--- config.mk ---
export PLATFORM = sky130hd
export DESIGN_NAME = lsu_issue_flat
export DESIGN_NICKNAME = d
export VERILOG_FILES = /design/src/lsu_pkg.sv /design/src/lsu_ifs.sv /design/src/lsu_issue.sv /design/src/flat_wrapper.sv
export SDC_FILE = /design/constraint.sdc
export NUM_CORES = 1
export LEC_CHECK = 0
export BUFFER_PORTS_ARGS = -buffer_cell sky130_fd_sc_hd__buf_2
export CORE_AREA = 4 4 143 145
export CTS_BUF_LIST = sky130_fd_sc_hd__clkbuf_2 sky130_fd_sc_hd__clkbuf_4 sky130_fd_sc_hd__clkbuf_8
export DETAILED_ROUTE_END_ITERATION = 8
export DIE_AREA = 0 0 147 149
export PLACE_DENSITY = 0.46
export SYNTH_ARGS = -nofsm -noshare
export SYNTH_HDL_FRONTEND = slang
export SYNTH_SLANG_ARGS = --single-unit
--- constraint.sdc ---
create_clock -name clk -period 2.4 [get_ports clk]
set_input_delay 0.36 -clock clk [delete_from_list [all_inputs] [get_ports clk]]
set_output_delay 0.36 -clock clk [all_outputs]
set_load 0.03 [all_outputs]
--- src/lsu_pkg.sv ---
// ~~~~~~~~~~~~~~~~~~~~~~~~~~~~~~~~~~~~~~~~~~~~~~~~
// ENTRY_N and OUTSTANDING_N must be powers of two
// ~~~~~~~~~~~~~~~~~~~~~~~~~~~~~~~~~~~~~~~~~~~~~~~~
`default_nettype none

package lsu_pkg;

	localparam int ENTRY_N       = 4; // buffer slots
	localparam int SLOT_W        = $clog2(ENTRY_N);
	localparam int AGE_W         = SLOT_W + 1; // slot index plus wrap bit
	localparam int OUTSTANDING_N = 2; // bus transactions in flight
	localparam int QPTR_W        = $clog2(OUTSTANDING_N) + 1;
	localparam int INST_ID_W     = 4;

	typedef logic [SLOT_W-1:0] slot_idx_t;

	// access type, top bit marks an unsigned load, low bits the size
	localparam logic [2:0] LS_BYTE   = 3'b000;
	localparam logic [2:0] LS_HALF   = 3'b001;
	localparam logic [2:0] LS_WORD   = 3'b010;
	localparam logic [2:0] LS_BYTE_U = 3'b100;
	localparam logic [2:0] LS_HALF_U = 3'b101;

	// completion codes
	localparam logic [1:0] ERR_NONE     = 2'b00;
	localparam logic [1:0] ERR_MISALIGN = 2'b01;
	localparam logic [1:0] ERR_BUS      = 2'b10;

endpackage

`default_nettype wire
--- src/lsu_ifs.sv ---
// ~~~~~~~~~~~~~~~~~~~~~~~~~~~~~~~~~~~~~~~~~~~~~~~~
// slot arrays are written one element per lsu_entry
// ~~~~~~~~~~~~~~~~~~~~~~~~~~~~~~~~~~~~~~~~~~~~~~~~
`timescale 1ns/10ps
`default_nettype none


interface lsu_slot_if import lsu_pkg::*; ();
	logic [ENTRY_N-1:0]   busy;
	logic [ENTRY_N-1:0]   pending; // aligned, not yet on the bus
	logic [ENTRY_N-1:0]   misaligned;
	logic [ENTRY_N-1:0]   store;
	logic [AGE_W-1:0]     age [ENTRY_N];
	logic [2:0]           ls_type [ENTRY_N];
	logic [4:0]           rd [ENTRY_N];
	logic [31:0]          addr [ENTRY_N];
	logic [31:0]          data [ENTRY_N];
	logic [3:0]           wmask [ENTRY_N];
	logic [INST_ID_W-1:0] id [ENTRY_N];
	logic [1:0]           err [ENTRY_N];
	logic                 launch_vld; // command handshake
	slot_idx_t            launch_slot;
	logic                 free_vld; // result handshake
	slot_idx_t            free_slot;

	modport entry (output busy, pending, misaligned, store, age, ls_type, rd, addr, data,
		wmask, id, err, input launch_vld, launch_slot, free_vld, free_slot);
	modport prep (input busy, misaligned);
	modport issue (input pending, age, addr, store, data, wmask,
		output launch_vld, launch_slot);
	modport result (input busy, pending, misaligned, store, age, ls_type, rd, addr, data,
		wmask, id, err, output free_vld, free_slot);
	modport rsp (input ls_type, addr);
endinterface


`default_nettype wire

--- src/lsu_issue.sv ---
// ~~~~~~~~~~~~~~~~~~~~~~~~~~~~~~~~~~~~~~~~~~~~~~~~
// command is held stable while the bus stalls it
// ~~~~~~~~~~~~~~~~~~~~~~~~~~~~~~~~~~~~~~~~~~~~~~~~
`timescale 1ns/10ps
`default_nettype none

module lsu_issue import lsu_pkg::*; (
	input  logic        clk,
	input  logic        resetn,
	lsu_slot_if.issue   slots,
	output logic [31:0] icb_cmd_addr_o,
	output logic        icb_cmd_read_o,
	output logic [31:0] icb_cmd_wdata_o,
	output logic [3:0]  icb_cmd_wmask_o,
	output logic        icb_cmd_valid_o,
	input  logic        icb_cmd_ready_i,
	input  logic        room_i,
	output logic        launch_o,
	output slot_idx_t   launch_slot_o
);
	logic               locked_q;
	logic [ENTRY_N-1:0] cand_q; // candidates frozen at the stall
	logic [ENTRY_N-1:0] cand;
	logic               win;
	slot_idx_t          sel;

	// a allocated before b, wrap bit flips the order
	function automatic logic older(input logic [AGE_W-1:0] a, input logic [AGE_W-1:0] b);
		if (a[AGE_W-1] == b[AGE_W-1])
			return a[AGE_W-2:0] < b[AGE_W-2:0];
		return a[AGE_W-2:0] > b[AGE_W-2:0];
	endfunction

	assign cand = locked_q ? cand_q : slots.pending;

	// oldest candidate wins
	always_comb
	begin
		sel = '0;
		win = 1'b0;
		for (int i = 0; i < ENTRY_N; i++)
		begin
			win = cand[i];
			for (int j = 0; j < ENTRY_N; j++)
				if (j != i && cand[j] && !older(slots.age[i], slots.age[j]))
					win = 1'b0;
			if (win)
				sel = slot_idx_t'(i);
		end
	end

	assign icb_cmd_valid_o = (|cand) & room_i;
	assign icb_cmd_addr_o  = slots.addr[sel];
	assign icb_cmd_read_o  = ~slots.store[sel];
	assign icb_cmd_wdata_o = slots.data[sel];
	assign icb_cmd_wmask_o = slots.wmask[sel];

	assign launch_o          = icb_cmd_valid_o & icb_cmd_ready_i;
	assign launch_slot_o     = sel;
	assign slots.launch_vld  = launch_o;
	assign slots.launch_slot = sel;

	always_ff @(posedge clk or negedge resetn)
	begin
		if (!resetn)
			locked_q <= 1'b0;
		else if (locked_q)
		begin
			if (icb_cmd_ready_i)
				locked_q <= 1'b0;
		end
		else if (icb_cmd_valid_o & ~icb_cmd_ready_i)
			locked_q <= 1'b1;
	end

	always_ff @(posedge clk)
	begin
		if (!locked_q & icb_cmd_valid_o & ~icb_cmd_ready_i)
			cand_q <= slots.pending;
	end

endmodule

`default_nettype wire

--- src/flat_wrapper.sv ---
// flat-port wrapper written by rule: the top's interface ports become plain ports
module lsu_issue_flat import lsu_pkg::*;
  (clk, resetn, icb_cmd_addr_o, icb_cmd_read_o, icb_cmd_wdata_o, icb_cmd_wmask_o, icb_cmd_valid_o, icb_cmd_ready_i, room_i, launch_o, launch_slot_o, slots_pending, slots_age, slots_addr, slots_store, slots_data, slots_wmask, slots_launch_vld, slots_launch_slot);
  lsu_slot_if slots_i ();
  input  logic clk;
  input  logic resetn;
  output logic [31:0] icb_cmd_addr_o;
  output logic icb_cmd_read_o;
  output logic [31:0] icb_cmd_wdata_o;
  output logic [3:0] icb_cmd_wmask_o;
  output logic icb_cmd_valid_o;
  input  logic icb_cmd_ready_i;
  input  logic room_i;
  output logic launch_o;
  output slot_idx_t launch_slot_o;
  input wire logic [$bits(slots_i.pending)-1:0] slots_pending;
  input wire logic [$bits(slots_i.age)-1:0] slots_age;
  input wire logic [$bits(slots_i.addr)-1:0] slots_addr;
  input wire logic [$bits(slots_i.store)-1:0] slots_store;
  input wire logic [$bits(slots_i.data)-1:0] slots_data;
  input wire logic [$bits(slots_i.wmask)-1:0] slots_wmask;
  output wire logic [$bits(slots_i.launch_vld)-1:0] slots_launch_vld;
  output wire logic [$bits(slots_i.launch_slot)-1:0] slots_launch_slot;
  assign slots_i.pending = slots_pending;
  assign slots_i.age = {>>{slots_age}};
  assign slots_i.addr = {>>{slots_addr}};
  assign slots_i.store = slots_store;
  assign slots_i.data = {>>{slots_data}};
  assign slots_i.wmask = {>>{slots_wmask}};
  assign slots_launch_vld = slots_i.launch_vld;
  assign slots_launch_slot = slots_i.launch_slot;
  lsu_issue u_core (.clk(clk), .resetn(resetn), .slots(slots_i), .icb_cmd_addr_o(icb_cmd_addr_o), .icb_cmd_read_o(icb_cmd_read_o), .icb_cmd_wdata_o(icb_cmd_wdata_o), .icb_cmd_wmask_o(icb_cmd_wmask_o), .icb_cmd_valid_o(icb_cmd_valid_o), .icb_cmd_ready_i(icb_cmd_ready_i), .room_i(room_i), .launch_o(launch_o), .launch_slot_o(launch_slot_o));
endmodule
==> metrics.txt <==
status finished with violations; failing checks negative setup slack; layout cells sized above 1 85.0%; Port Buffer Count 371; gr usage total 20.8%; DRT antenna net count 0; Synth Instances 494; Inst Count DP 1138; Core Region 19200 sq um; gr ovfl total 0; top cell type's share of synthesized area 13.4%; final routed DRC violation total 0; Max Root-Sink Buffers 2; count of final setup violators 73; Worst Max-Slew Pin Slew 0.455 ns; First-pass DRT Iterations 4; Skew-Pair Late Insertion Delay 0.22 ns; max incr delay on CP 0.42 ns; DIE WIDTH 147 um; Crit Path Class input pin to output pin; Post-synth top flop edfxtp_1; TNS Setup -39.88 ns; register area share after synthesis 4.58%; DR iter-0 viols 211; I/O pin total 372; total of max-cap violations 0; post-synthesis register bit count 5; CP Cell Sequence buf_2, ha_1, nor2b_1, o211ai_1, a32oi_4, a22oi_4, inv_4, buf_12, o22ai_1, a21oi_4, buf_6; Die Area 21900 sq um; Max Clk Rate 327 MHz; post-synth top area cell and3_1; final non-filler cell total 1203; VDD IR max 0.000290 V; Netlist cell types 43; pre-CTS WS -0.729 ns; critical path buffer and inverter count 4; CTS tree done; Slew Limit Fails 0; routed wl met2 14100 um; Syn Std Cell Area 3170 sq um; RSZ-0062 raised after global routing yes; Required @ worst endpoint 2.04 ns; root buf cell clkbuf_8; initial antenna violation count 0; Worst setup EP type output pin; Fin. Hold Viols 0; htree depth 1; final wirelength 27100 um; most frequent cells in the layout 296 x buf_2, 92 x buf_6, 61 x and3_4, 57 x a21oi_2, 37 x o22ai_2; DR vias 6206; Data arrival, critical path 2.70 ns; most common cell after layout, fill and taps aside buf_2; Hold Path Class input pin to register; total power 0.00577 W; fill count 1765; Initial Util 16.5%; leakage power 4.05 nW; crit-path max FO 8; clock slew seen by the registers of the worst setup and hold paths 0.04 ns; Ys Warns 0; async set-reset flop share out of synthesis 20.0%; Met1 Wirelength 10400 um; Final period util 128%; Crit-path slowest cell a22oi_4; DP Wirelength 16600 um; Avg Cell Area, Syn 6.41 sq um; Slew headroom 69.6%; pin count of the biggest net entering global routing 45; Sink Count 5; EDFF count, synth 4; min Tclk post-route 3.06 ns; worst setup margin -0.662 ns; type of origin of the critical path input pin; number of global-route vias before repair 6451; routability cong. 0.820; first-pass GRT wire length 36200 um; Area Growth Syn to Fin 202%; Row Count 51; synth top area cells and3_1 13%, o22ai_1 13%, nor4_1 12%; # diodes 0; syn_nets 802; max layer used met4; routed wl met3 1840 um; CTS Buf Count 3; DR vias/cell 5.16; Net count, final 1247; drt wl/cell 22.5 um; Die Y 149 um; worst setup skew after layout 0.00176 ns; R2R Setup Slk 0.48 ns; CP top delay family compound AO/OA/AOI/OAI gates; PD cells 604 nW/um^2
## where the power goes
group          internal (W)  total, W  switching, W
combinational       0.00267   0.00550       0.00283
sequential        0.0000991  0.000102    0.00000331
clock              0.000126  0.000169     0.0000438
## stage by stage
| step | utilization (%) | hold slack, ns | cell area, sq um |
|---|---|---|---|
| detailed placement | 33.7 | 0.139 | 6470 |
| finish | 49.7 | 0.324 | 9560 |
| global placement | 33.7 | 0.138 | 6470 |
| CTS | 45.2 | 0.320 | 8680 |
| global route | 49.7 | 0.341 | 9560 |
| floorplan | - | 0.0644 | 3970 |
## final timing paths
check,from,endpoint,depth (start not counted)
worst max register to register,u_core.locked_q$_DFF_PN0_,u_core.cand_q[3]$_DFFE_PP_,7
worst max-delay path,slots_age[7],icb_cmd_addr_o[1],11
worst min-delay path,icb_cmd_ready_i,u_core.locked_q$_DFF_PN0_,2
min in group asynchronous,resetn,u_core.locked_q$_DFF_PN0_,2
worst min register to register,u_core.locked_q$_DFF_PN0_,u_core.locked_q$_DFF_PN0_,3
max in group asynchronous,resetn,u_core.locked_q$_DFF_PN0_,2
## final cells by class
class / instances / area (sq um) / area share (%)
clock buffers: 4 / 48.8 / 0.511
inverters: 12 / 68.8 / 0.720
multi-input cells: 416 / 4550 / 47.6
flip-flops and latches: 5 / 145 / 1.52
well taps: 265 / 332 / 3.47
repair buffers: 500 / 4400 / 46.1
repair inverters: 1 / 6.26 / 0.0655
## Yosys cell counts (2+ instances only)
cell type	number
a21oi_1	68
a221o_1	2
a31oi_1	3
a32oi_1	3
and2_1	2
and3_1	68
buf_2	12
buf_4	9
buf_6	3
clkbuf_1	36
edfxtp_1	4
ha_1	12
inv_1	11
mux2_2	3
nand2_1	8
nand2b_1	2
nor2_1	2
nor2b_1	6
nor4_1	60
nor4_2	8
o211ai_1	7
o21ai_0	67
o22ai_1	68
o31a_1	3
or3_1	4
xnor2_1	3
xor2_1	4
## flip-flops by register name (all words and copies together) (netlist names)
signal	flops
u_core.cand_q	4
u_core.locked_q	1
## kinds of logic after synthesis
group           synth area share (%)
xor+xnor                        1.94
flops                           4.58
mux                             1.38
buf+inv                         10.9
compound gates                  43.0
fa+ha+maj                       4.74
simple gates                    33.4
## metal layers
metal	global-route usage, %	vias up
met5	0	-
met2	39.5	312
met4	4.19	0
met3	3.22	51
met1	24.6	2952
li1	-	2891
## what timing repair did
action	CTS	global route
buffers inserted	26	8
pin swaps	97	70
endpoints found under the hold margin	1	0
resized for setup	351	142
gates cloned	20	12
setup endpoints to repair	73	73
hold buffers	1	0
(Power assumes the default switching activity.)
