[config.mk]
export PLATFORM = sky130hd
export DESIGN_NAME = lsu_rsp_track_flat
export DESIGN_NICKNAME = d
export VERILOG_FILES = /design/src/lsu_pkg.sv /design/src/lsu_ifs.sv /design/src/lsu_rsp_track.sv /design/src/flat_wrapper.sv
export SDC_FILE = /design/constraint.sdc
export NUM_CORES = 1
export LEC_CHECK = 0
export BUFFER_PORTS_ARGS = -buffer_cell sky130_fd_sc_hd__buf_2
export CORE_AREA = 4 4 85 87
export DETAILED_ROUTE_END_ITERATION = 6
export DIE_AREA = 0 0 89 91
export SLEW_MARGIN = 20
export SYNTH_ARGS = -nofsm -noshare
export SYNTH_HDL_FRONTEND = slang
export SYNTH_SLANG_ARGS = --single-unit
[constraint.sdc]
create_clock -name clk -period 4.9 [get_ports clk]
set_input_delay 0.735 -clock clk [delete_from_list [all_inputs] [get_ports clk]]
set_output_delay 0.735 -clock clk [all_outputs]
set_load 0.02 [all_outputs]
[src/lsu_pkg.sv]
// ~~~~~~~~~~~~~~~~~~~~~~~~~~~~~~~~~~~~~~~~~~~~~~~~
// ENTRY_N and OUTSTANDING_N must be powers of two
// ~~~~~~~~~~~~~~~~~~~~~~~~~~~~~~~~~~~~~~~~~~~~~~~~
`default_nettype none

package lsu_pkg;

	localparam int ENTRY_N       = 4; // buffer slots
	localparam int SLOT_W        = $clog2(ENTRY_N);
	localparam int AGE_W         = SLOT_W + 1; // slot index plus wrap bit
	localparam int OUTSTANDING_N = 2; // bus transactions in flight
	localparam int QPTR_W        = $clog2(OUTSTANDING_N) + 1;
	localparam int INST_ID_W     = 4;

	typedef logic [SLOT_W-1:0] slot_idx_t;

	// access type, top bit marks an unsigned load, low bits the size
	localparam logic [2:0] LS_BYTE   = 3'b000;
	localparam logic [2:0] LS_HALF   = 3'b001;
	localparam logic [2:0] LS_WORD   = 3'b010;
	localparam logic [2:0] LS_BYTE_U = 3'b100;
	localparam logic [2:0] LS_HALF_U = 3'b101;

	// completion codes
	localparam logic [1:0] ERR_NONE     = 2'b00;
	localparam logic [1:0] ERR_MISALIGN = 2'b01;
	localparam logic [1:0] ERR_BUS      = 2'b10;

endpackage

`default_nettype wire
[src/lsu_ifs.sv]
// ~~~~~~~~~~~~~~~~~~~~~~~~~~~~~~~~~~~~~~~~~~~~~~~~
// slot arrays are written one element per lsu_entry
// ~~~~~~~~~~~~~~~~~~~~~~~~~~~~~~~~~~~~~~~~~~~~~~~~
`timescale 1ns/10ps
`default_nettype none


interface lsu_slot_if import lsu_pkg::*; ();
	logic [ENTRY_N-1:0]   busy;
	logic [ENTRY_N-1:0]   pending; // aligned, not yet on the bus
	logic [ENTRY_N-1:0]   misaligned;
	logic [ENTRY_N-1:0]   store;
	logic [AGE_W-1:0]     age [ENTRY_N];
	logic [2:0]           ls_type [ENTRY_N];
	logic [4:0]           rd [ENTRY_N];
	logic [31:0]          addr [ENTRY_N];
	logic [31:0]          data [ENTRY_N];
	logic [3:0]           wmask [ENTRY_N];
	logic [INST_ID_W-1:0] id [ENTRY_N];
	logic [1:0]           err [ENTRY_N];
	logic                 launch_vld; // command handshake
	slot_idx_t            launch_slot;
	logic                 free_vld; // result handshake
	slot_idx_t            free_slot;

	modport entry (output busy, pending, misaligned, store, age, ls_type, rd, addr, data,
		wmask, id, err, input launch_vld, launch_slot, free_vld, free_slot);
	modport prep (input busy, misaligned);
	modport issue (input pending, age, addr, store, data, wmask,
		output launch_vld, launch_slot);
	modport result (input busy, pending, misaligned, store, age, ls_type, rd, addr, data,
		wmask, id, err, output free_vld, free_slot);
	modport rsp (input ls_type, addr);
endinterface

interface lsu_fill_if import lsu_pkg::*; ();
	logic        fill_vld;
	slot_idx_t   fill_slot;
	logic [31:0] fill_data; // load data, aligned and extended
	logic [1:0]  fill_err;

	modport source (output fill_vld, fill_slot, fill_data, fill_err);
	modport sink (input fill_vld, fill_slot, fill_data, fill_err);
endinterface

`default_nettype wire

[src/lsu_rsp_track.sv]
// ~~~~~~~~~~~~~~~~~~~~~~~~~~~~~~~~~~~~~~~~~~~~~~~~
// assumes bus responses return in command order
// ~~~~~~~~~~~~~~~~~~~~~~~~~~~~~~~~~~~~~~~~~~~~~~~~
`timescale 1ns/10ps
`default_nettype none

module lsu_rsp_track import lsu_pkg::*; (
	input  logic        clk,
	input  logic        resetn,
	input  logic        launch_i,
	input  slot_idx_t   launch_slot_i,
	output logic        room_o,
	input  logic [31:0] icb_rsp_rdata_i,
	input  logic        icb_rsp_err_i,
	input  logic        icb_rsp_valid_i,
	output logic        icb_rsp_ready_o,
	lsu_slot_if.rsp     slots,
	lsu_fill_if.source  fill,
	output logic        head_vld_o,
	output slot_idx_t   head_slot_o,
	input  logic        pop_i
);
	slot_idx_t         q_slot [OUTSTANDING_N];
	logic [QPTR_W-1:0] lptr_q; // next launch
	logic [QPTR_W-1:0] rptr_q; // next bus response
	logic [QPTR_W-1:0] pptr_q; // next reported result
	slot_idx_t         rsp_slot;
	logic [2:0]        rsp_type;
	logic [31:0]       shifted;
	logic [31:0]       ext;
	logic              rsp_fire;

	// full when launch is a whole lap ahead of the result pointer
	assign room_o = (lptr_q[QPTR_W-1] == pptr_q[QPTR_W-1]) |
		(lptr_q[QPTR_W-2:0] != pptr_q[QPTR_W-2:0]);

	assign icb_rsp_ready_o = (lptr_q != rptr_q);
	assign head_vld_o      = (rptr_q != pptr_q); // response in, not yet reported
	assign head_slot_o     = q_slot[pptr_q[QPTR_W-2:0]];
	assign rsp_slot        = q_slot[rptr_q[QPTR_W-2:0]];
	assign rsp_fire        = icb_rsp_valid_i & icb_rsp_ready_o;

	assign rsp_type = slots.ls_type[rsp_slot];
	assign shifted  = icb_rsp_rdata_i >> {slots.addr[rsp_slot][1:0], 3'b000};

	always_comb
	begin
		case (rsp_type)
			LS_BYTE:   ext = {{24{shifted[7]}}, shifted[7:0]};
			LS_BYTE_U: ext = {24'd0, shifted[7:0]};
			LS_HALF:   ext = {{16{shifted[15]}}, shifted[15:0]};
			LS_HALF_U: ext = {16'd0, shifted[15:0]};
			default:   ext = shifted;
		endcase
	end

	assign fill.fill_vld  = rsp_fire;
	assign fill.fill_slot = rsp_slot;
	assign fill.fill_data = ext;
	assign fill.fill_err  = icb_rsp_err_i ? ERR_BUS : ERR_NONE;

	always_ff @(posedge clk)
	begin
		if (launch_i)
			q_slot[lptr_q[QPTR_W-2:0]] <= launch_slot_i;
	end

	always_ff @(posedge clk or negedge resetn)
	begin
		if (!resetn)
		begin
			lptr_q <= '0;
			rptr_q <= '0;
			pptr_q <= '0;
		end
		else
		begin
			if (launch_i)
				lptr_q <= lptr_q + 1'b1;
			if (rsp_fire)
				rptr_q <= rptr_q + 1'b1;
			if (pop_i)
				pptr_q <= pptr_q + 1'b1;
		end
	end

endmodule

`default_nettype wire

[src/flat_wrapper.sv]
// flat-port wrapper written by rule: the top's interface ports become plain ports
module lsu_rsp_track_flat import lsu_pkg::*;
  (clk, resetn, launch_i, launch_slot_i, room_o, icb_rsp_rdata_i, icb_rsp_err_i, icb_rsp_valid_i, icb_rsp_ready_o, head_vld_o, head_slot_o, pop_i, slots_ls_type, slots_addr, fill_fill_vld, fill_fill_slot, fill_fill_data, fill_fill_err);
  lsu_slot_if slots_i ();
  lsu_fill_if fill_i ();
  input  logic clk;
  input  logic resetn;
  input  logic launch_i;
  input  slot_idx_t launch_slot_i;
  output logic room_o;
  input  logic [31:0] icb_rsp_rdata_i;
  input  logic icb_rsp_err_i;
  input  logic icb_rsp_valid_i;
  output logic icb_rsp_ready_o;
  output logic head_vld_o;
  output slot_idx_t head_slot_o;
  input  logic pop_i;
  input wire logic [$bits(slots_i.ls_type)-1:0] slots_ls_type;
  input wire logic [$bits(slots_i.addr)-1:0] slots_addr;
  output wire logic [$bits(fill_i.fill_vld)-1:0] fill_fill_vld;
  output wire logic [$bits(fill_i.fill_slot)-1:0] fill_fill_slot;
  output wire logic [$bits(fill_i.fill_data)-1:0] fill_fill_data;
  output wire logic [$bits(fill_i.fill_err)-1:0] fill_fill_err;
  assign slots_i.ls_type = {>>{slots_ls_type}};
  assign slots_i.addr = {>>{slots_addr}};
  assign fill_fill_vld = fill_i.fill_vld;
  assign fill_fill_slot = fill_i.fill_slot;
  assign fill_fill_data = fill_i.fill_data;
  assign fill_fill_err = fill_i.fill_err;
  lsu_rsp_track u_core (.clk(clk), .resetn(resetn), .launch_i(launch_i), .launch_slot_i(launch_slot_i), .room_o(room_o), .icb_rsp_rdata_i(icb_rsp_rdata_i), .icb_rsp_err_i(icb_rsp_err_i), .icb_rsp_valid_i(icb_rsp_valid_i), .icb_rsp_ready_o(icb_rsp_ready_o), .slots(slots_i), .fill(fill_i), .head_vld_o(head_vld_o), .head_slot_o(head_slot_o), .pop_i(pop_i));
endmodule
==> run metrics <==
Pleak=0.994 nW; crit-path max FO=24; First-pass DRT Iterations=4; worst slack, placed=1.02 ns; Starting Density=22.4%; min-delay worst type=primary input to asynchronous set/reset pin; average wire per cell in the routed design=13.9 µm; Post-CTS Hold Fix Bufs=0; RSZ-0062 raised after global routing=no; number of global-route vias before repair=1,607; setup violators final=0; GRT Total Usage=11.5%; Antenna Violating Nets Remaining=0; hpwl dp=3.96 mm; gpl congestion=0.838; Distinct cells, synth=37; root buffer cell=clkbuf_8; critical path class=register to output pin; top cells by area, synth=mux2i_1 12%, dfrtp_1 11%, edfxtp_1 8.5%; multi-input combinational cell area=1030 µm²; cell area power density=791 nW/µm²; post-layout util=31.2%; PnR worst setup slack=0.883 ns; Fin Hold WS=0.318 ns; required time of the critical path=4.16 ns; fin cells=351; fin area=1980 µm²; core area=6350 µm²; Rows=29; Clock Sinks=10; die width=89 µm; # port buffers=98; M1 WL=2.11 mm; Max-Cap Viols=0; post-route DRC violation count=0; TritonCTS buffer count=3; Overflow after GRT=0; Synth top area share=12.0%; layout cells sized above 1=41.2%; Final Skew=0.00318 ns; antenna violations before repair=0; Async SR Flop Fraction=60.0%; VDD IR-drop max=0.271 mV; Synth Net Count=364; Rel. slew slack=58.4%; largest net degree at the start of global routing=34; status=finished, final reports clean; first-pass GRT wire length=7.65 mm; Vias=1,678; area post-placement=1930 µm²; cell area after synthesis=1420 µm²; Syn Inst Count=184; final wirelength=4.89 mm; Final Cycle Share=82.0%; layout filler cell count=689; Routed met3 length=276 µm; nature of the critical path endpoint=output pin; Least-Margin Pin Slew=0.621 ns; Post-synth top cells=27 x nand2_1, 17 x mux2i_1, 15 x a21oi_1; worst reg2reg path depth=5; die footprint=8100 µm²; I/O pin cnt=222; arrival time at the worst endpoint=3.28 ns; DRT iter0 DRCs=67; H-tree Lvls=1; Area Overhead vs Synth=39.6%; clock slew at reported path FFs=0.05 ns; EDFF count, synth=4; Max Used Layer=met4; element type at the critical path start=register; sequential area share after synthesis=19.0%; cts repair resizes=0; routed wl met2=2.39 mm; n_diodes=0; clk_lat worst skew=0.23 ns; post-CTS setup repair buffer count=0; Mapped Avg Cell Area=7.72 µm²; vias per cell=4.78; Fin. Hold Viols=0; CTS tree=built; Longest Clk Path Bufs=2; cell with the most instances after synthesis=nand2_1; Reg area=270 µm²; placed cells=346; Max Slew Vio Count=0; Warnings, synthesis=0; Main synth FF type=dfrtp_1; Power Total=1.57 mW; post-layout min period=4.02 ns; nets=455; max frequency=249 MHz; Die Height=91 µm; setup TNS=0 ns; synthesis-stage register bit count=10; Synth area leader=mux2i_1
[power breakdown]
part | internal [mW] | switching [mW] | total [mW]
clock | 0.0546 | 0.0293 | 0.0839
sequential | 0.122 | 0.0549 | 0.177
combinational | 0.472 | 0.834 | 1.31
[cell families after synthesis]
| family | synth area share (%) |
|---|---|
| AOI/OAI and AO/OA | 24.0 |
| muxes | 18.3 |
| DFF | 19.0 |
| buffers and inverters | 8.46 |
| xor gates and xnor gates | 7.40 |
| and+or+nand+nor | 22.6 |
| other | 0.264 |
[path summary, 6_finish.rpt]
kind,start,endpoint,slack (ns)
worst max register to register,u_core.rptr_q[0]$_DFFE_PN0P_,u_core.rptr_q[1]$_DFFE_PN0P_,3.55
worst min-delay path,resetn,u_core.rptr_q[0]$_DFFE_PN0P_,0.32
worst max-delay path,u_core.rptr_q[0]$_DFFE_PN0P_,fill_fill_data[18],0.88
min in group clk,u_core.pptr_q[1]$_DFFE_PN0P_,u_core.pptr_q[1]$_DFFE_PN0P_,0.53
max in group asynchronous,resetn,u_core.rptr_q[1]$_DFFE_PN0P_,4.44
worst min register to register,u_core.pptr_q[1]$_DFFE_PN0P_,u_core.pptr_q[1]$_DFFE_PN0P_,0.53
[cell usage in the layout, fill, tap and decap left out, types with 5 or more instances in the layout]
cell type,n
buf_2,98
nand2_1,27
mux2i_1,17
a21oi_1,15
nor2b_1,11
nand3_1,10
o21ai_0,9
o211ai_1,9
a211oi_1,8
nor2_1,8
xnor2_1,7
dfrtp_1,6
inv_1,5
xor2_1,5
[worst max-delay path, stage by stage, from the launching register on]
cell	delay, ns
dfrtp_1	0.58
mux2i_4	0.46
inv_2	0.21
mux4_2	0.42
buf_4	0.30
o21ai_0	0.18
o211ai_1	0.31
buf_4	0.27
o211ai_1	0.10
buf_2	0.20
[sequential cells by signal, indices dropped and copies added, names as in the netlist]
signal         flops
u_core.pptr_q      2
u_core.lptr_q      2
u_core.rptr_q      2
u_core.q_slot      4
[cell type report]
cell class / instances / area share (%)
clock buffer: 3 / 2.08
clock inverter: 1 / 0.189
inverter: 6 / 1.14
multi-input combinational: 153 / 52.2
sequential: 10 / 13.6
tap: 77 / 4.86
timing repair buffer: 101 / 25.9
[per-layer routing]
| metal | vias to the layer above | track usage, % |
|---|---|---|
| li1 | 840 | - |
| met1 | 772 | 15.4 |
| met2 | 56 | 18.9 |
| met3 | 10 | 0.995 |
| met4 | 0 | 4.34 |
| met5 | - | 0 |
Note: power is estimated with default switching activity, not from simulation.
