[src/lsu_pkg.sv]
// ~~~~~~~~~~~~~~~~~~~~~~~~~~~~~~~~~~~~~~~~~~~~~~~~
// ENTRY_N and OUTSTANDING_N must be powers of two
// ~~~~~~~~~~~~~~~~~~~~~~~~~~~~~~~~~~~~~~~~~~~~~~~~
`default_nettype none

package lsu_pkg;

	localparam int ENTRY_N       = 4; // buffer slots
	localparam int SLOT_W        = $clog2(ENTRY_N);
	localparam int AGE_W         = SLOT_W + 1; // slot index plus wrap bit
	localparam int OUTSTANDING_N = 2; // bus transactions in flight
	localparam int QPTR_W        = $clog2(OUTSTANDING_N) + 1;
	localparam int INST_ID_W     = 4;

	typedef logic [SLOT_W-1:0] slot_idx_t;

	// access type, top bit marks an unsigned load, low bits the size
	localparam logic [2:0] LS_BYTE   = 3'b000;
	localparam logic [2:0] LS_HALF   = 3'b001;
	localparam logic [2:0] LS_WORD   = 3'b010;
	localparam logic [2:0] LS_BYTE_U = 3'b100;
	localparam logic [2:0] LS_HALF_U = 3'b101;

	// completion codes
	localparam logic [1:0] ERR_NONE     = 2'b00;
	localparam logic [1:0] ERR_MISALIGN = 2'b01;
	localparam logic [1:0] ERR_BUS      = 2'b10;

endpackage

`default_nettype wire
[src/lsu_ifs.sv]
// ~~~~~~~~~~~~~~~~~~~~~~~~~~~~~~~~~~~~~~~~~~~~~~~~
// slot arrays are written one element per lsu_entry
// ~~~~~~~~~~~~~~~~~~~~~~~~~~~~~~~~~~~~~~~~~~~~~~~~
`timescale 1ns/10ps
`default_nettype none


interface lsu_slot_if import lsu_pkg::*; ();
	logic [ENTRY_N-1:0]   busy;
	logic [ENTRY_N-1:0]   pending; // aligned, not yet on the bus
	logic [ENTRY_N-1:0]   misaligned;
	logic [ENTRY_N-1:0]   store;
	logic [AGE_W-1:0]     age [ENTRY_N];
	logic [2:0]           ls_type [ENTRY_N];
	logic [4:0]           rd [ENTRY_N];
	logic [31:0]          addr [ENTRY_N];
	logic [31:0]          data [ENTRY_N];
	logic [3:0]           wmask [ENTRY_N];
	logic [INST_ID_W-1:0] id [ENTRY_N];
	logic [1:0]           err [ENTRY_N];
	logic                 launch_vld; // command handshake
	slot_idx_t            launch_slot;
	logic                 free_vld; // result handshake
	slot_idx_t            free_slot;

	modport entry (output busy, pending, misaligned, store, age, ls_type, rd, addr, data,
		wmask, id, err, input launch_vld, launch_slot, free_vld, free_slot);
	modport prep (input busy, misaligned);
	modport issue (input pending, age, addr, store, data, wmask,
		output launch_vld, launch_slot);
	modport result (input busy, pending, misaligned, store, age, ls_type, rd, addr, data,
		wmask, id, err, output free_vld, free_slot);
	modport rsp (input ls_type, addr);
endinterface


`default_nettype wire

[src/lsu_result.sv]
// ~~~~~~~~~~~~~~~~~~~~~~~~~~~~~~~~~~~~~~~~~~~~~~~~
// a misaligned slot bypasses bus results
// ~~~~~~~~~~~~~~~~~~~~~~~~~~~~~~~~~~~~~~~~~~~~~~~~
`timescale 1ns/10ps
`default_nettype none

module lsu_result import lsu_pkg::*; (
	input  logic                 clk,
	input  logic                 resetn,
	lsu_slot_if.result           slots,
	input  logic                 head_vld_i,
	input  slot_idx_t            head_slot_i,
	output logic                 pop_o,
	output logic                 res_store_o,
	output logic [4:0]           res_rd_o,
	output logic [31:0]          res_data_o,
	output logic [1:0]           res_err_o,
	output logic [INST_ID_W-1:0] res_id_o,
	output logic                 res_valid_o,
	input  logic                 res_ready_i
);
	logic      locked_q;
	logic      use_mis_q; // choice held during a stall
	logic      use_mis;
	logic      mis_any;
	slot_idx_t mis_slot;
	slot_idx_t sel;
	logic      fire;

	assign mis_any = |slots.misaligned;

	// at most one bit is set
	always_comb
	begin
		mis_slot = '0;
		for (int i = 0; i < ENTRY_N; i++)
			if (slots.misaligned[i])
				mis_slot = slot_idx_t'(i);
	end

	assign use_mis     = locked_q ? use_mis_q : mis_any;
	assign sel         = use_mis ? mis_slot : head_slot_i;
	assign res_valid_o = mis_any | head_vld_i;
	assign fire        = res_valid_o & res_ready_i;
	assign pop_o       = fire & ~use_mis;

	assign slots.free_vld  = fire;
	assign slots.free_slot = sel;

	assign res_store_o = slots.store[sel];
	assign res_rd_o    = slots.rd[sel];
	assign res_err_o   = slots.err[sel];
	assign res_id_o    = slots.id[sel];
	assign res_data_o  = (slots.err[sel] == ERR_NONE) ? slots.data[sel] : slots.addr[sel];

	always_ff @(posedge clk or negedge resetn)
	begin
		if (!resetn)
			locked_q <= 1'b0;
		else if (locked_q)
		begin
			if (res_ready_i)
				locked_q <= 1'b0;
		end
		else if (res_valid_o & ~res_ready_i)
			locked_q <= 1'b1;
	end

	always_ff @(posedge clk)
	begin
		if (!locked_q & res_valid_o & ~res_ready_i)
			use_mis_q <= mis_any;
	end

endmodule

`default_nettype wire

[src/flat_wrapper.sv]
// flat-port wrapper written by rule: the top's interface ports become plain ports
module lsu_result_flat import lsu_pkg::*;
  (clk, resetn, head_vld_i, head_slot_i, pop_o, res_store_o, res_rd_o, res_data_o, res_err_o, res_id_o, res_valid_o, res_ready_i, slots_busy, slots_pending, slots_misaligned, slots_store, slots_age, slots_ls_type, slots_rd, slots_addr, slots_data, slots_wmask, slots_id, slots_err, slots_free_vld, slots_free_slot);
  lsu_slot_if slots_i ();
  input  logic clk;
  input  logic resetn;
  input  logic head_vld_i;
  input  slot_idx_t head_slot_i;
  output logic pop_o;
  output logic res_store_o;
  output logic [4:0] res_rd_o;
  output logic [31:0] res_data_o;
  output logic [1:0] res_err_o;
  output logic [INST_ID_W-1:0] res_id_o;
  output logic res_valid_o;
  input  logic res_ready_i;
  input wire logic [$bits(slots_i.busy)-1:0] slots_busy;
  input wire logic [$bits(slots_i.pending)-1:0] slots_pending;
  input wire logic [$bits(slots_i.misaligned)-1:0] slots_misaligned;
  input wire logic [$bits(slots_i.store)-1:0] slots_store;
  input wire logic [$bits(slots_i.age)-1:0] slots_age;
  input wire logic [$bits(slots_i.ls_type)-1:0] slots_ls_type;
  input wire logic [$bits(slots_i.rd)-1:0] slots_rd;
  input wire logic [$bits(slots_i.addr)-1:0] slots_addr;
  input wire logic [$bits(slots_i.data)-1:0] slots_data;
  input wire logic [$bits(slots_i.wmask)-1:0] slots_wmask;
  input wire logic [$bits(slots_i.id)-1:0] slots_id;
  input wire logic [$bits(slots_i.err)-1:0] slots_err;
  output wire logic [$bits(slots_i.free_vld)-1:0] slots_free_vld;
  output wire logic [$bits(slots_i.free_slot)-1:0] slots_free_slot;
  assign slots_i.busy = slots_busy;
  assign slots_i.pending = slots_pending;
  assign slots_i.misaligned = slots_misaligned;
  assign slots_i.store = slots_store;
  assign slots_i.age = {>>{slots_age}};
  assign slots_i.ls_type = {>>{slots_ls_type}};
  assign slots_i.rd = {>>{slots_rd}};
  assign slots_i.addr = {>>{slots_addr}};
  assign slots_i.data = {>>{slots_data}};
  assign slots_i.wmask = {>>{slots_wmask}};
  assign slots_i.id = {>>{slots_id}};
  assign slots_i.err = {>>{slots_err}};
  assign slots_free_vld = slots_i.free_vld;
  assign slots_free_slot = slots_i.free_slot;
  lsu_result u_core (.clk(clk), .resetn(resetn), .slots(slots_i), .head_vld_i(head_vld_i), .head_slot_i(head_slot_i), .pop_o(pop_o), .res_store_o(res_store_o), .res_rd_o(res_rd_o), .res_data_o(res_data_o), .res_err_o(res_err_o), .res_id_o(res_id_o), .res_valid_o(res_valid_o), .res_ready_i(res_ready_i));
endmodule
[config.mk]
export PLATFORM = sky130hd
export DESIGN_NAME = lsu_result_flat
export DESIGN_NICKNAME = d
export VERILOG_FILES = /design/src/lsu_pkg.sv /design/src/lsu_ifs.sv /design/src/lsu_result.sv /design/src/flat_wrapper.sv
export SDC_FILE = /design/constraint.sdc
export NUM_CORES = 1
export LEC_CHECK = 0
export BUFFER_PORTS_ARGS = -buffer_cell sky130_fd_sc_hd__buf_2
export CAP_MARGIN = 20
export CORE_AREA = 4 4 158 160
export DETAILED_ROUTE_END_ITERATION = 10
export DIE_AREA = 0 0 162 164
export GPL_TIMING_DRIVEN = 0
export SYNTH_ARGS = -nofsm -noshare
export SYNTH_HDL_FRONTEND = slang
export SYNTH_SLANG_ARGS = --single-unit
[constraint.sdc]
create_clock -name clk -period 7.85 [get_ports clk]
set_input_delay 2.355 -clock clk [delete_from_list [all_inputs] [get_ports clk]]
set_output_delay 2.355 -clock clk [all_outputs]
set_load 0.05 [all_outputs]
==> results of run 1 <==
-- sequential cells by signal, indices dropped and copies added, names as in the netlist --
name and cells:
u_core.locked_q 1, u_core.use_mis_q 1
-- logic make-up (layout without fill, tap and decap cells) --
family | count (synthesis) | count (layout) | share of synthesized area [%]
compound gates | 3 | 3 | 1.10
buf+inv | 21 | 389 | 4.75
flops | 2 | 2 | 2.30
mux | 112 | 112 | 88.2
other cells | 0 | 1 | 0
simple gates | 15 | 15 | 3.66
-- cells in the mapped netlist --
| master | number | area [um^2] |
|---|---|---|
| inv_1 | 2 | 7.51 |
| mux4_2 | 76 | 1710 |
| nor2b_1 | 1 | 6.26 |
| nor3b_1 | 1 | 7.51 |
| clkbuf_1 | 6 | 22.5 |
| buf_1 | 1 | 3.75 |
| buf_2 | 7 | 35.0 |
| or2_2 | 1 | 6.26 |
| buf_6 | 2 | 22.5 |
| and2_1 | 1 | 6.26 |
| nor2_1 | 7 | 26.3 |
| or4_4 | 1 | 11.3 |
| mux2_2 | 32 | 360 |
| buf_4 | 3 | 22.5 |
| edfxtp_1 | 1 | 30.0 |
| o211ai_1 | 1 | 7.51 |
| dfrtp_1 | 1 | 25.0 |
| nand3b_1 | 1 | 7.51 |
| or4b_1 | 1 | 10.0 |
| o21bai_2 | 1 | 11.3 |
| and3_1 | 1 | 6.26 |
| a21o_1 | 1 | 7.51 |
| mux2i_1 | 4 | 40.0 |
-- layout by cell type, fill, tap and decap left out --
master and n:
buf_2 369, buf_1 1, nand3b_1 1, nor3b_1 1, or2_2 1, and3_1 1, edfxtp_1 1, nor2b_1 1
nor2_1 7, diode_2 1, mux2_2 32, mux4_2 76, mux2i_2 1, clkbuf_16 3, o211ai_1 1, o21bai_2 1
buf_6 3, or4b_1 1, buf_4 4, inv_1 2, mux2i_1 2, clkbuf_1 7, a21o_1 1, and2_1 1
dfrtp_1 1, or4_4 1, mux2i_4 1
-- final timing paths --
kind	depth (start not counted)	slack (ns)	end	start
min reg2reg	2	0.60	u_core.locked_q	u_core.locked_q
max	10	0.22	res_data_o[27]	slots_misaligned[3]
min	2	0.60	u_core.locked_q	u_core.locked_q
min in group asynchronous	1	1.90	u_core.locked_q	resetn
max in group asynchronous	1	5.87	u_core.locked_q	resetn
max reg2reg	1	6.89	u_core.use_mis_q	u_core.locked_q
-- worst min-delay path, delay by kind of cell, from the launching register on --
kind | cells | cell delay [ns]
AND/OR/NAND/NOR | 2 | 0.14
flip-flops | 1 | 0.42
-- repair_timing --
action                                  4_1_cts  5_1_grt
endpoints found under the setup margin       32        0
hold buffers                                  0        0
gates resized for setup                       3        0
-- metal layers --
layer	track usage [%]	up-vias	wire (um)	share of wire (%)
met5	0	-	31	0.21
met4	2.92	4	367	2.5
met3	1.93	25	1230	8.3
met2	19.8	233	7790	52
met1	11.1	1618	5470	37
li1	-	1453	-	-
-- power groups by stage --
stage	Clock [mW]	Sequential (mW)	Combinational [mW]
2_1_floorplan	0	0.0121	0.314
3_3_place_gp	0	0.0122	0.460
3_5_place_dp	0	0.0122	0.468
4_1_cts	0.0850	0.0121	0.471
5_1_grt	0.0854	0.0122	0.489
6_report	0.0825	0.0121	0.463
-- cell type report --
class	instances	area, um^2
inverters	2	7.51
multi-input cells	130	2240
plain buffers	19	106
clock buffers	4	78.8
fillers	2645	18700
well taps	319	399
repair buffers	364	1830
flip-flops and latches	2	55.1
diodes	1	2.50
==> results.py, run 1 <==
metrics = {
    "timing": {
        "final-setup-viol-count": 0,
        "relSlewSlack_pct": 56.9,
        "rsz0062_at_grt": "no",
        "slew_violations": 0,
        "finalHoldViolCount": 0,
        "setup_ws_ns": 0.223,
        "holdWs_ns": 0.598,
        "post-route-period-util_pct": 97.2,
        "tns_ns": 0,
        "worst_pin_slew_ns": 0.647,
        "min_period_ns": 7.63,
        "clock_skew_ns": 0.00569,
        "clock.fmax_mhz": 131,
    },
    "critical_path": {
        "critical_path_class": "in2out",
        "crit_chain": "buf_2, or4_4, o21bai_2, mux2i_2, buf_4, buf_6, mux2i_4, buf_4, mux2_2, buf_2",
        "path_max_fanout": 10,
        "end_kind": "primary output",
        "max_stage_delay_ns": 0.54,
        "cp_top_family": "multiplexers",
        "path_buf_inv": 5,
        "cp_slowest_cell": "or4_4",
        "start_kind": "input port",
        "required_ns": 5.50,
        "worstPathArrival_ns": 5.27,
    },
    "floorplanning": {
        "floorplan.initialDensity_pct": 10.2,
        "num_rows": 56,
        "dieArea_um2": 26600,
        "chipWidth_um": 162,
        "dieHeight_um": 164,
        "core_region_area_um2": 23400,
        "pin_count": 411,
    },
    "yosys": {
        "synth.distinct_cells": 23,
        "synthCells": 153,
        "syn_nets": 515,
        "postSynthAreaPerCell_um2": 15.7,
        "syn_area_um2": 2390,
        "synth_seq_cells": 2,
        "yosysWarnings": 0,
        "synth-seq-area-share_pct": 2.30,
    },
    "route": {
        "vias_per_cell": 3.96,
        "wl_per_cell_um": 17.7,
        "drt-total-wl_um": 14900,
        "dr.pass1.iters": 4,
        "antenna_left": 0,
        "drt-initial-drc-count": 88,
        "vias": 3333,
        "drcViolationCount": 0,
    },
    "cells_and_area": {
        "area_delta_synth_final_pct": 97.2,
        "nets": 884,
        "final_cells": 841,
        "drive_above_1_share_pct": 94.4,
        "utilization_pct": 20.2,
        "design_area_um2": 4720,
    },
    "power": {
        "switching_share_pct": 50.1,
        "power.share.clock_pct": 14.8,
        "finalPower_uw": 558,
        "vdd_drop_max_uv": 129,
        "power.share.combinational_pct": 83.0,
        "p_int_uw": 278,
        "seqPwrFrac_pct": 2.2,
        "cellPowerDensity_nw_per_um2": 118,
        "p_switching_uw": 279,
        "p_leak_nw": 2.25,
    },
    "cts": {
        "cts_made_buffers": 3,
        "htree_levels": 1,
        "post_cts_buffers": 0,
        "cts_tree": "done",
        "cts_max_path_buffers": 2,
        "cts_root_buf": "clkbuf_16",
        "clk_pin_slew_ns": 0.03,
        "clk-insertion-delay-late_ns": 0.23,
        "clock-sinks": 2,
    },
    "global_routing": {
        "grt_usage_pct": 10.2,
        "first_global_vias": 3761,
        "grt_max_degree": 11,
        "gr-total-overflow": 0,
        "antenna_found_initial": 3,
        "grt_first_pass_wirelength_um": 20600,
    },
    "run": {
        "drv_cap": 0,
    },
    "place": {
        "dp_slack_ns": -0.455,
        "place_area_um2": 4620,
        "io_buffers": 362,
        "place_congestion": 0.779,
        "post-dp-hpwl_um": 13800,
        "placed_cells": 836,
    },
    "run_status": {
        "outcome": "complete, no violations",
    },
    "worst_hold_path": {
        "min_path_type": "reg2reg",
    },
}
Power figures use the tool's default switching activity.
==> run 2: changes to the inputs <==
--- a/config.mk
+++ b/config.mk
@@ -11,6 +11,7 @@
 export DETAILED_ROUTE_END_ITERATION = 10
 export DIE_AREA = 0 0 162 164
 export GPL_TIMING_DRIVEN = 0
+export PLACE_DENSITY_LB_ADDON = 0.15
 export SYNTH_ARGS = -nofsm -noshare
 export SYNTH_HDL_FRONTEND = slang
 export SYNTH_SLANG_ARGS = --single-unit
==> results.py, run 2 (same netlist as run 1, synthesis figures left out) <==
metrics = {
    "run_status": {
        "outcome": "complete, no violations",
    },
    "cells_and_area": {
        "final_common_cell": "buf_2",
        "drive_above_1_share_pct": 94.6,
        "area_delta_synth_final_pct": 97.9,
        "reg_top3": "u_core.locked_q (1), u_core.use_mis_q (1)",
        "nets": 885,
        "fillers": 2652,
        "final_cell_mix": "368 x buf_2, 76 x mux4_2, 32 x mux2_2, 7 x nor2_1",
        "design_area_um2": 4740,
    },
    "cts": {
        "clk_pin_slew_ns": 0.03,
        "hold_buffers": 0,
        "cts_max_path_buffers": 2,
        "clock-sinks": 2,
        "clk-insertion-delay-late_ns": 0.22,
        "cts_tree": "done",
        "cts_made_buffers": 3,
        "cts_root_buf": "clkbuf_16",
        "htree_levels": 1,
    },
    "timing": {
        "finalHoldViolCount": 0,
        "rsz0062_at_grt": "no",
        "worst_pin_slew_ns": 0.802,
        "final-setup-viol-count": 0,
        "clock.fmax_mhz": 131,
        "min_period_ns": 7.63,
        "slew_violations": 0,
        "post-route-period-util_pct": 97.1,
        "holdWs_ns": 0.607,
        "clock_skew_ns": 0.00521,
        "relSlewSlack_pct": 46.5,
    },
    "critical_path": {
        "cp_slowest_cell": "buf_1",
        "reg2reg_depth": 1,
        "cp_top_family": "buffers and inverters",
        "r2r_end": "u_core.use_mis_q",
        "start_kind": "input port",
        "path_max_fanout": 10,
        "end_kind": "primary output",
        "cp_common_cell": "buf_2",
        "max_stage_delay_ns": 0.51,
        "reg2reg_slack_ns": 6.88,
        "cp.depth": 9,
        "crit_path_start": "slots_misaligned[1]",
        "r2r-start": "u_core.locked_q",
        "worstPathArrival_ns": 5.27,
        "endpoint": "res_data_o[11]",
        "crit_chain": "buf_2, or4b_1, o211ai_1, buf_4, buf_2, buf_1, mux4_2, mux2_2, buf_2",
        "required_ns": 5.50,
        "path_buf_inv": 5,
        "critical_path_class": "in2out",
    },
    "place": {
        "place_area_um2": 4610,
        "post-dp-hpwl_um": 13800,
        "place_congestion": 0.807,
        "io_buffers": 362,
    },
    "route": {
        "drt-total-wl_um": 15100,
        "antenna_left": 0,
        "vias_per_cell": 3.88,
        "drcViolationCount": 0,
        "vias": 3265,
        "dr.pass1.iters": 4,
        "wl_per_cell_um": 17.9,
        "drt-initial-drc-count": 95,
    },
    "power": {
        "p_leak_nw": 2.25,
        "finalPower_uw": 553,
        "vdd_drop_max_uv": 127,
        "cellPowerDensity_nw_per_um2": 117,
    },
    "floorplanning": {
        "dieHeight_um": 164,
        "num_rows": 56,
        "chipWidth_um": 162,
        "core_region_area_um2": 23400,
        "dieArea_um2": 26600,
        "pin_count": 411,
        "floorplan.initialDensity_pct": 10.2,
    },
    "worst_hold_path": {
        "min_path_type": "reg2reg",
    },
    "global_routing": {
        "grt_usage_pct": 10.1,
        "grt_max_degree": 11,
        "gr-total-overflow": 0,
        "first_global_vias": 3847,
        "grt_first_pass_wirelength_um": 21100,
        "antenna_found_initial": 1,
    },
    "run": {
        "drv_cap": 0,
    },
}
==> run 2: changes by cell type in the layout (fill, tap and decap cells not counted) <==
cell | previous run | this run
clkbuf_1 | 7 | 6
buf_6 | 3 | 2
buf_2 | 369 | 368
clkbuf_4 | 0 | 1
mux2i_4 | 1 | 2
mux2i_2 | 1 | 0
clkbuf_2 | 0 | 1
buf_4 | 4 | 6
==> run 2: area by class of cell <==
type | count | area (um^2) | area share, %
well taps | 319 | 399 | 8.42
plain buffers | 19 | 110 | 2.32
multi-input cells | 130 | 2250 | 47.5
flip-flops and latches | 2 | 55.1 | 1.16
inverters | 2 | 7.51 | 0.158
repair buffers | 365 | 1830 | 38.7
clock buffers | 4 | 78.8 | 1.66
diodes | 1 | 2.50 | 0.0528
==> run 2: worst min-delay path by stage <==
stage / start / endpoint / cells after the start
3_5_place_dp: u_core.locked_q / u_core.locked_q / 2
4_1_cts: u_core.locked_q / u_core.locked_q / 2
6_report: u_core.locked_q / u_core.locked_q / 2
5_1_grt: u_core.locked_q / u_core.locked_q / 2
3_3_place_gp: u_core.locked_q / u_core.locked_q / 2
2_1_floorplan: u_core.locked_q / u_core.locked_q / 2
==> run 2: repair_timing <==
action	in CTS	in global routing
gates resized for setup	4	3
setup endpoints to repair	41	20
buffers inserted	0	2
==> run 2: routing by layer <==
layer / vias up / track usage, % / part of all wire [%]
met1: 1573 / 11.0 / 36
li1: 1458 / - / -
met4: 2 / 0.461 / 0.21
met3: 4 / 2.71 / 9.7
met5: - / 0 / 0.086
met2: 228 / 20.5 / 54
==> run 2: power breakdown <==
part	total [mW]	internal, mW	leakage (nW)	switching (mW)
Clock	0.0785	0.0668	0.0382	0.0117
Sequential	0.0121	0.0116	0.0200	0.000524
Combinational	0.463	0.200	2.19	0.263
==> run 2: stage by stage <==
step	TNS (ns)	util, %	setup slack, ns	cells
6_report	0	20.2	0.224	842
5_1_grt	0	20.2	0.0196	841
3_5_place_dp	-24.06	19.7	-0.734	835
2_1_floorplan	0	-	0.738	153
3_3_place_gp	-23.80	19.7	-0.722	834
4_1_cts	0	20.2	0.0132	839
